**src/hdl/seq_macros.svh**
```systemverilog
`ifndef SEQ_MACROS_SVH
`define SEQ_MACROS_SVH

////////////////////////////////////////
// datapath widths
////////////////////////////////////////
`define XLEN 64
`define REG_IDX_W 5
`define INST_W 32
// sid is one bit wider than this
`define SCOREBOARD_SIZE_WIDTH 3

////////////////////////////////////////
// machine shape
////////////////////////////////////////
`define N_EXE_UNITS 4
`define N_SLOTS 2

// bit positions in the one-hot unit field, also the writeback priority order
`define H_ALU0 0
`define H_ALU1 1
`define H_BEU 2
`define H_LSU 3

`endif
```
**src/hdl/seq_pkg.sv**
```systemverilog
`include "seq_macros.svh"

package seq_pkg;

    ////////////////////////////////////////
    // scalar types
    ////////////////////////////////////////
    typedef logic [`XLEN-1:0]                xlen_t;
    typedef logic [`REG_IDX_W-1:0]           reg_idx_t;
    typedef logic [`INST_W-1:0]              inst_t;
    typedef logic [`SCOREBOARD_SIZE_WIDTH:0] sid_t;
    typedef logic [`N_EXE_UNITS-1:0]         exe_unit_t;  // one-hot, see H_* positions
    typedef logic [3:0]                      func_code_t;
    typedef logic [2:0]                      func3_t;
    typedef logic [1:0]                      rd_type_t;

    ////////////////////////////////////////
    // bundles
    ////////////////////////////////////////

    // decoded micro-op with its operand values
    typedef struct packed {
        inst_t      inst;
        logic       rs1_valid;
        reg_idx_t   rs1;
        xlen_t      rs1_value;
        logic       rs2_valid;
        reg_idx_t   rs2;
        xlen_t      rs2_value;
        reg_idx_t   rd;
        rd_type_t   rd_type;
        exe_unit_t  exe_unit;
        func_code_t func_code;
        func3_t     func3;
        sid_t       sid;
    } uop_t;

    // result of one execution unit
    typedef struct packed {
        xlen_t    data;
        reg_idx_t rd;
        sid_t     sid;
        inst_t    inst;
    } exe_res_t;

    // branch outcome from the beu
    typedef struct packed {
        logic  taken;
        xlen_t pc;
    } redirect_t;

    // one writeback port
    typedef struct packed {
        xlen_t    data;
        reg_idx_t rd;
        sid_t     sid;
        inst_t    inst;
        logic     redirect;
        xlen_t    redirect_pc;
    } wb_t;

endpackage

```
**src/hdl/op_exe_dispatch.sv**
```systemverilog
`timescale 1ns/1ns
`include "seq_macros.svh"

module op_exe_dispatch import seq_pkg::*; (
    input  logic                    clk_i,
    input  logic                    arst_n_i,
    // issue side
    input  logic [`N_SLOTS-1:0]     issue_valid_i,
    input  uop_t                    issue_uop_i [`N_SLOTS],
    output logic [`N_SLOTS-1:0]     issue_ready_o,
    // execute side
    output logic [`N_EXE_UNITS-1:0] exe_valid_o,
    output uop_t                    exe_uop_o [`N_EXE_UNITS],
    input  logic [`N_EXE_UNITS-1:0] exe_ready_i
);

    exe_unit_t                tgt0;
    exe_unit_t                tgt1;
    logic [`N_EXE_UNITS-1:0]  full_q;
    logic [`N_EXE_UNITS-1:0]  unit_free;
    logic                     same_unit;
    logic                     slot0_clear;
    logic [`N_SLOTS-1:0]      accept;
    exe_unit_t                load0;
    exe_unit_t                load1;
    uop_t                     hold_q [`N_EXE_UNITS];

    ////////////////////////////////////////
    // readiness
    ////////////////////////////////////////
    assign tgt0 = issue_uop_i[0].exe_unit;
    assign tgt1 = issue_uop_i[1].exe_unit;

    // empty, or emptied by the unit this cycle
    assign unit_free = ~full_q | exe_ready_i;

    assign issue_ready_o[0] = |(tgt0 & unit_free);

    // slot 1 never overtakes a waiting slot 0
    assign slot0_clear = ~issue_valid_i[0] | issue_ready_o[0];
    assign same_unit   = issue_valid_i[0] & (|(tgt0 & tgt1));  // one load per unit per cycle

    assign issue_ready_o[1] = (|(tgt1 & unit_free)) & slot0_clear & ~same_unit;

    assign accept = issue_valid_i & issue_ready_o;

    // slot 0 has the register if both point at it
    assign load0 = {`N_EXE_UNITS{accept[0]}} & tgt0;
    assign load1 = {`N_EXE_UNITS{accept[1]}} & tgt1 & ~load0;

    ////////////////////////////////////////
    // holding registers
    ////////////////////////////////////////
    always_ff @(posedge clk_i or negedge arst_n_i) begin
        if (!arst_n_i) begin
            full_q <= '0;
        end else begin
            full_q <= load0 | load1 | (full_q & ~exe_ready_i);  // held until taken
        end
    end

    always_ff @(posedge clk_i) begin
        for (int u = 0; u < `N_EXE_UNITS; u++) begin
            if (load0[u]) begin
                hold_q[u] <= issue_uop_i[0];
            end else if (load1[u]) begin
                hold_q[u] <= issue_uop_i[1];
            end
        end
    end

    assign exe_valid_o = full_q;
    assign exe_uop_o   = hold_q;

endmodule

```
**config.mk**
```make
export PLATFORM = sky130hd
export DESIGN_NAME = op_exe_dispatch
export DESIGN_NICKNAME = d
export VERILOG_FILES = /design/src/hdl/seq_pkg.sv /design/src/hdl/op_exe_dispatch.sv
export VERILOG_INCLUDE_DIRS = /design/src /design/src/hdl
export SDC_FILE = /design/constraint.sdc
export NUM_CORES = 1
export LEC_CHECK = 0
export BUFFER_PORTS_ARGS = -buffer_cell sky130_fd_sc_hd__buf_2
export CORE_AREA = 2 2 454 456
export DETAILED_ROUTE_END_ITERATION = 8
export DIE_AREA = 0 0 456 458
export SLEW_MARGIN = 10
export SYNTH_ARGS = -nofsm -noshare
export SYNTH_HDL_FRONTEND = slang
export SYNTH_SLANG_ARGS = --single-unit
export TNS_END_PERCENT = 100
```
**constraint.sdc**
```tcl
create_clock -name clk_i -period 17.5 [get_ports clk_i]
set_input_delay 1.75 -clock clk_i [delete_from_list [all_inputs] [get_ports clk_i]]
set_output_delay 1.75 -clock clk_i [all_outputs]
set_load 0.1 [all_outputs]
```
* Word-level counts from Yosys, hierarchy flattened
Index checks and enable logic that the tools add are counted.
W data, S select, Z words.
** Word-level totals
- Flip-flop bits (word level) :: 780
- Word-level logic and storage cells :: 88
** Cells by class
- Muxes and demuxes :: 8
- Bitwise operators :: 20
- Reduce and logical (&&, ||, !) cells :: 7
** Operators with widths (number)
- $mux W194 :: 8
- $and A4 B4 Y4 :: 7
- $not A4 Y4 :: 3
- $or A4 B4 Y4 :: 3
- $reduce_or A4 Y1 :: 3
- $reduce_bool A2 Y1 :: 4
- $and A1 B1 Y1 :: 3
- $and A2 B2 Y2 :: 1
- $not A1 Y1 :: 2
- $or A1 B1 Y1 :: 1

* Longest topological paths before layout
- Depth after elaboration :: 13
- Mapped depth :: 7
- Depth with buffers taken out :: 5

* Least setup slack after synthesis
OpenSTA, ideal clock, no wires.
- Path kind :: in2reg
- From :: in issue_uop_i[205] (netlist name)
- To :: reg hold_q (netlist bit exe_uop_o[0]) (enable)
- Buffers on the path :: 1
- Setup slack :: 0.409 ns
- Stages :: 5
- Data arrival time :: 16.075 ns
- Path through :: buf_2 a22oi_2 nand2_8 a21boi_1 o21ai_0
** On the way
- Word-level cells in the longest chain between the ends :: 9
- Elaborated cells between the ends (all ways) :: 15
** RTL lines
- from (decl) :: line op_exe_dispatch.sv:9 : input uop_t issue_uop_i [`N_SLOTS],
- $and A4 B4 Y4 * :: line op_exe_dispatch.sv:37 : assign issue_ready_o[0] = |(tgt0 & unit_free);
- $reduce_or A4 Y1 * :: line op_exe_dispatch.sv:37
- via issue_ready_o[0] :: line op_exe_dispatch.sv:10 : output logic [`N_SLOTS-1:0] issue_ready_o,
- $or A1 B1 Y1 :: line op_exe_dispatch.sv:40 : assign slot0_clear = ~issue_valid_i[0] | issue_ready_o[0];
- $and A1 B1 Y1 (2 in a row) :: line op_exe_dispatch.sv:43 : assign issue_ready_o[1] = (|(tgt1 & unit_free)) & slot0_clear & ~same_unit;
- $and A2 B2 Y2 * :: line op_exe_dispatch.sv:45 : assign accept = issue_valid_i & issue_ready_o;
- $and A4 B4 Y4 (2 in a row) :: line op_exe_dispatch.sv:49 : assign load1 = {`N_EXE_UNITS{accept[1]}} & tgt1 & ~load0;
- $reduce_bool A2 Y1 (no line) *
- to (signal, indexed assignment) :: line op_exe_dispatch.sv:65 : hold_q[u] <= issue_uop_i[0];
- to (signal, indexed assignment) :: line op_exe_dispatch.sv:67 : hold_q[u] <= issue_uop_i[1];
- to (decl) :: line op_exe_dispatch.sv:26 : uop_t hold_q [`N_EXE_UNITS];
The timed path passes the listed nets; every way through them passes the cells marked *.
A chain may end at the register's enable or synchronous reset.

* Worst setup path after layout
- From :: in exe_ready_i[2]
- To :: out issue_ready_o[1]
** On the way
- Word-level cells in the longest chain between the ends :: 6
- Elaborated cells between the ends (all ways) :: 8
** RTL lines
- from (decl) :: line op_exe_dispatch.sv:14 : input logic [`N_EXE_UNITS-1:0] exe_ready_i
- $or A4 B4 Y4 * :: line op_exe_dispatch.sv:35 : assign unit_free = ~full_q | exe_ready_i;
- $and A4 B4 Y4 :: line op_exe_dispatch.sv:37
- $reduce_or A4 Y1 :: line op_exe_dispatch.sv:37
- $or A1 B1 Y1 :: line op_exe_dispatch.sv:40
- $and A1 B1 Y1 * (2 in a row) :: line op_exe_dispatch.sv:43
- to (decl) :: line op_exe_dispatch.sv:10
Every way passes the cells marked *; elsewhere a longest branch is shown, timed or not.

==> reports/metrics.yaml <==
final_cell_mix: "buf_2 (1,177), edfxtp_1 (776), mux2_1 (467), mux2_2 (299), clkbuf_16 (92)"
cts_buffers: 91
cap_viol_max_count: 0
leakagePower_nw: 16.9
min_period_over_period_pct: 34.1
rsz0062_at_grt: "no"
netlist_area_sq_mm: 0.0330
dieArea_sq_mm: 0.209
path_max_fanout: 9
yosys.cell_types.count: 26
finalPower_mw: 5.87
avgSynthCellArea_sq_um: 19.7
cts.sinks: 780
syn_nets: 2071
end_kind: "output port"
path_class: "primary input to output port"
final_area_sq_mm: 0.0450
antenna_found_initial: 90
hold_slack_ns: 0.664
root_buffer: "clkbuf_16"
r2r_cells: 8
ir_drop_mv: 0.0734
worstHoldEndpoint: "exe_valid_o[0]$_DFF_PN0_"
wl_um: 148000
hold_depth: 2
gp_congestion: 0.932
dr.pass1.iters: 5
required_ns: 15.75
ant_nets: 0
setup_tns_ns: 0
multi_input_area_sq_mm: 0.00904
cts_hold_buf: 0
cts_setup_buffers: 0
wl_per_cell_um: 25.9
ys_ff_latch: 780
p_per_area_mw_per_mm2: 130
finalHoldViolCount: 0
skew_ns: 0.0235
grt_first_pass_wirelength_um: 194000
grt_pass1_vias: 21600
drv_slew: 0
mostFrequentLayoutCell: "buf_2"
drt_iter0_drc: 2068
max_slew_margin_pct: 1.14
hpwlAfterDp_um: 113000
io_buffers: 1177
rows: 166
r2r_slack_ns: 13.41
worstMarginPinSlew_ns: 1.48
fillers: 21600
ys_seq_area_share_pct: 70.8
fp.dieH_um: 458
ios: 1178
clock.fmax_ghz: 0.168
status: "completed"
yosys_warnings: 0
fin_crit_ns: 5.96
via_count: 21900
setup_viol: 0
area_growth_pct: 36.1
core_sq_mm: 0.204
r2r-start: "exe_valid_o[2]$_DFF_PN0_"
grt_max_degree: 105
clk_pin_slew_ns: 0.05
grt_overflow: 0
cts_tree: "yes"
grt_usage_pct: 13.5
drive_gt1_share_pct: 55.5
cts.path.max_buffers: 3
insertion_delay_ns: 0.70
hold_path_class: "flop to flop"
start_util_pct: 16.2
cp-start-kind: "primary input"
ctsResizeCount: 0
drc: 0
die_x_um: 456
synthCells: 1675
regArea_sq_mm: 0.0234
crit_arrival_ns: 4.21
ctsHtreeMaxLevel: 3
viasPerCell: 3.84
final_nets: 3284
place_area_sq_mm: 0.0420
r2r-end: "exe_uop_o[115]$_DFFE_PP_"
worstHoldStart: "exe_valid_o[0]$_DFF_PN0_"
==> report_power, final <==
| group | internal, mW | leakage (nW) | switching, mW |
|---|---|---|---|
| Sequential | 2.27 | 7.42 | 0.0539 |
| Clock | 1.04 | 1.39 | 0.832 |
| Combinational | 0.253 | 8.08 | 1.42 |
| Total | 3.56 | 16.9 | 2.30 |
==> final cells by class <==
cell class	instances	share of cell area (%)
clock buffers	110	5.27
repair buffers	1206	13.7
diodes	64	0.356
multi-input cells	808	20.1
well taps	2688	7.48
flip-flops and latches	780	52.1
inverters	1	0.00835
clock inverters	54	1.07
==> layer usage <==
metal | wire length, um | global-route usage, %
met4 | 5190 | 5.80
met2 | 72900 | 22.4
met1 | 56800 | 16.0
met5 | 223 | 0
met3 | 12700 | 4.08
==> worst max-delay path by stage <==
stage,startpoint,endpoint,slack [ns]
floorplan,issue_uop_i[205],exe_uop_o[0]$_DFFE_PP_,0.41
detailed placement,exe_ready_i[2],issue_ready_o[1],11.55
global placement,exe_ready_i[2],issue_ready_o[1],11.60
finish,exe_ready_i[2],issue_ready_o[1],11.54
global route,exe_ready_i[2],issue_ready_o[1],11.43
CTS,exe_ready_i[2],issue_ready_o[1],11.54
==> state kept, by name, summed over array words and instances, names as in the netlist <==
name / count
exe_valid_o: 4
exe_uop_o: 776
==> cell families (layout without fill, tap and decap cells) <==
family / Yosys count / after routing / synth area share, %
flip-flops: 780 / 780 / 70.8
multiplexers: 766 / 766 / 26.1
buffers and inverters: 87 / 1371 / 1.95
AO/OA/AOI/OAI: 22 / 22 / 0.549
AND/OR/NAND/NOR: 20 / 20 / 0.557
other: 0 / 64 / 0
==> synth_stat cells (all sizes together) <==
master | instances | area [sq um]
a22o | 6 | 52.6
buf | 86 | 639
o2bb2ai | 1 | 8.76
nand2b | 8 | 57.6
inv | 1 | 3.75
a21boi | 1 | 7.51
nand2 | 2 | 23.8
dfrtp | 4 | 100
o211ai | 4 | 30.0
a22oi | 4 | 48.8
nand3 | 8 | 90.1
a221oi | 1 | 8.76
edfxtp | 776 | 23300
mux2 | 766 | 8630
a21oi | 1 | 5.00
and3 | 2 | 12.5
o21ai | 4 | 20.0
==> through the flow <==
stage,instances,setup slack [ns],util [%]
after global routing,5679,11.43,22.0
after detailed placement,5483,11.55,20.6
after global placement,5483,11.60,20.6
after floorplan,1675,0.409,-
after CTS,5647,11.54,22.0
final,5711,11.54,22.1
==> worst max-delay path, stage by stage <==
cell	delay [ns]
buf_2	0.10
nand2b_1	0.21
a22oi_4	0.29
nand2_8	0.12
a21boi_1	0.91
a21oi_1	0.40
buf_2	0.42
Note: power is estimated with default switching activity, not from simulation.
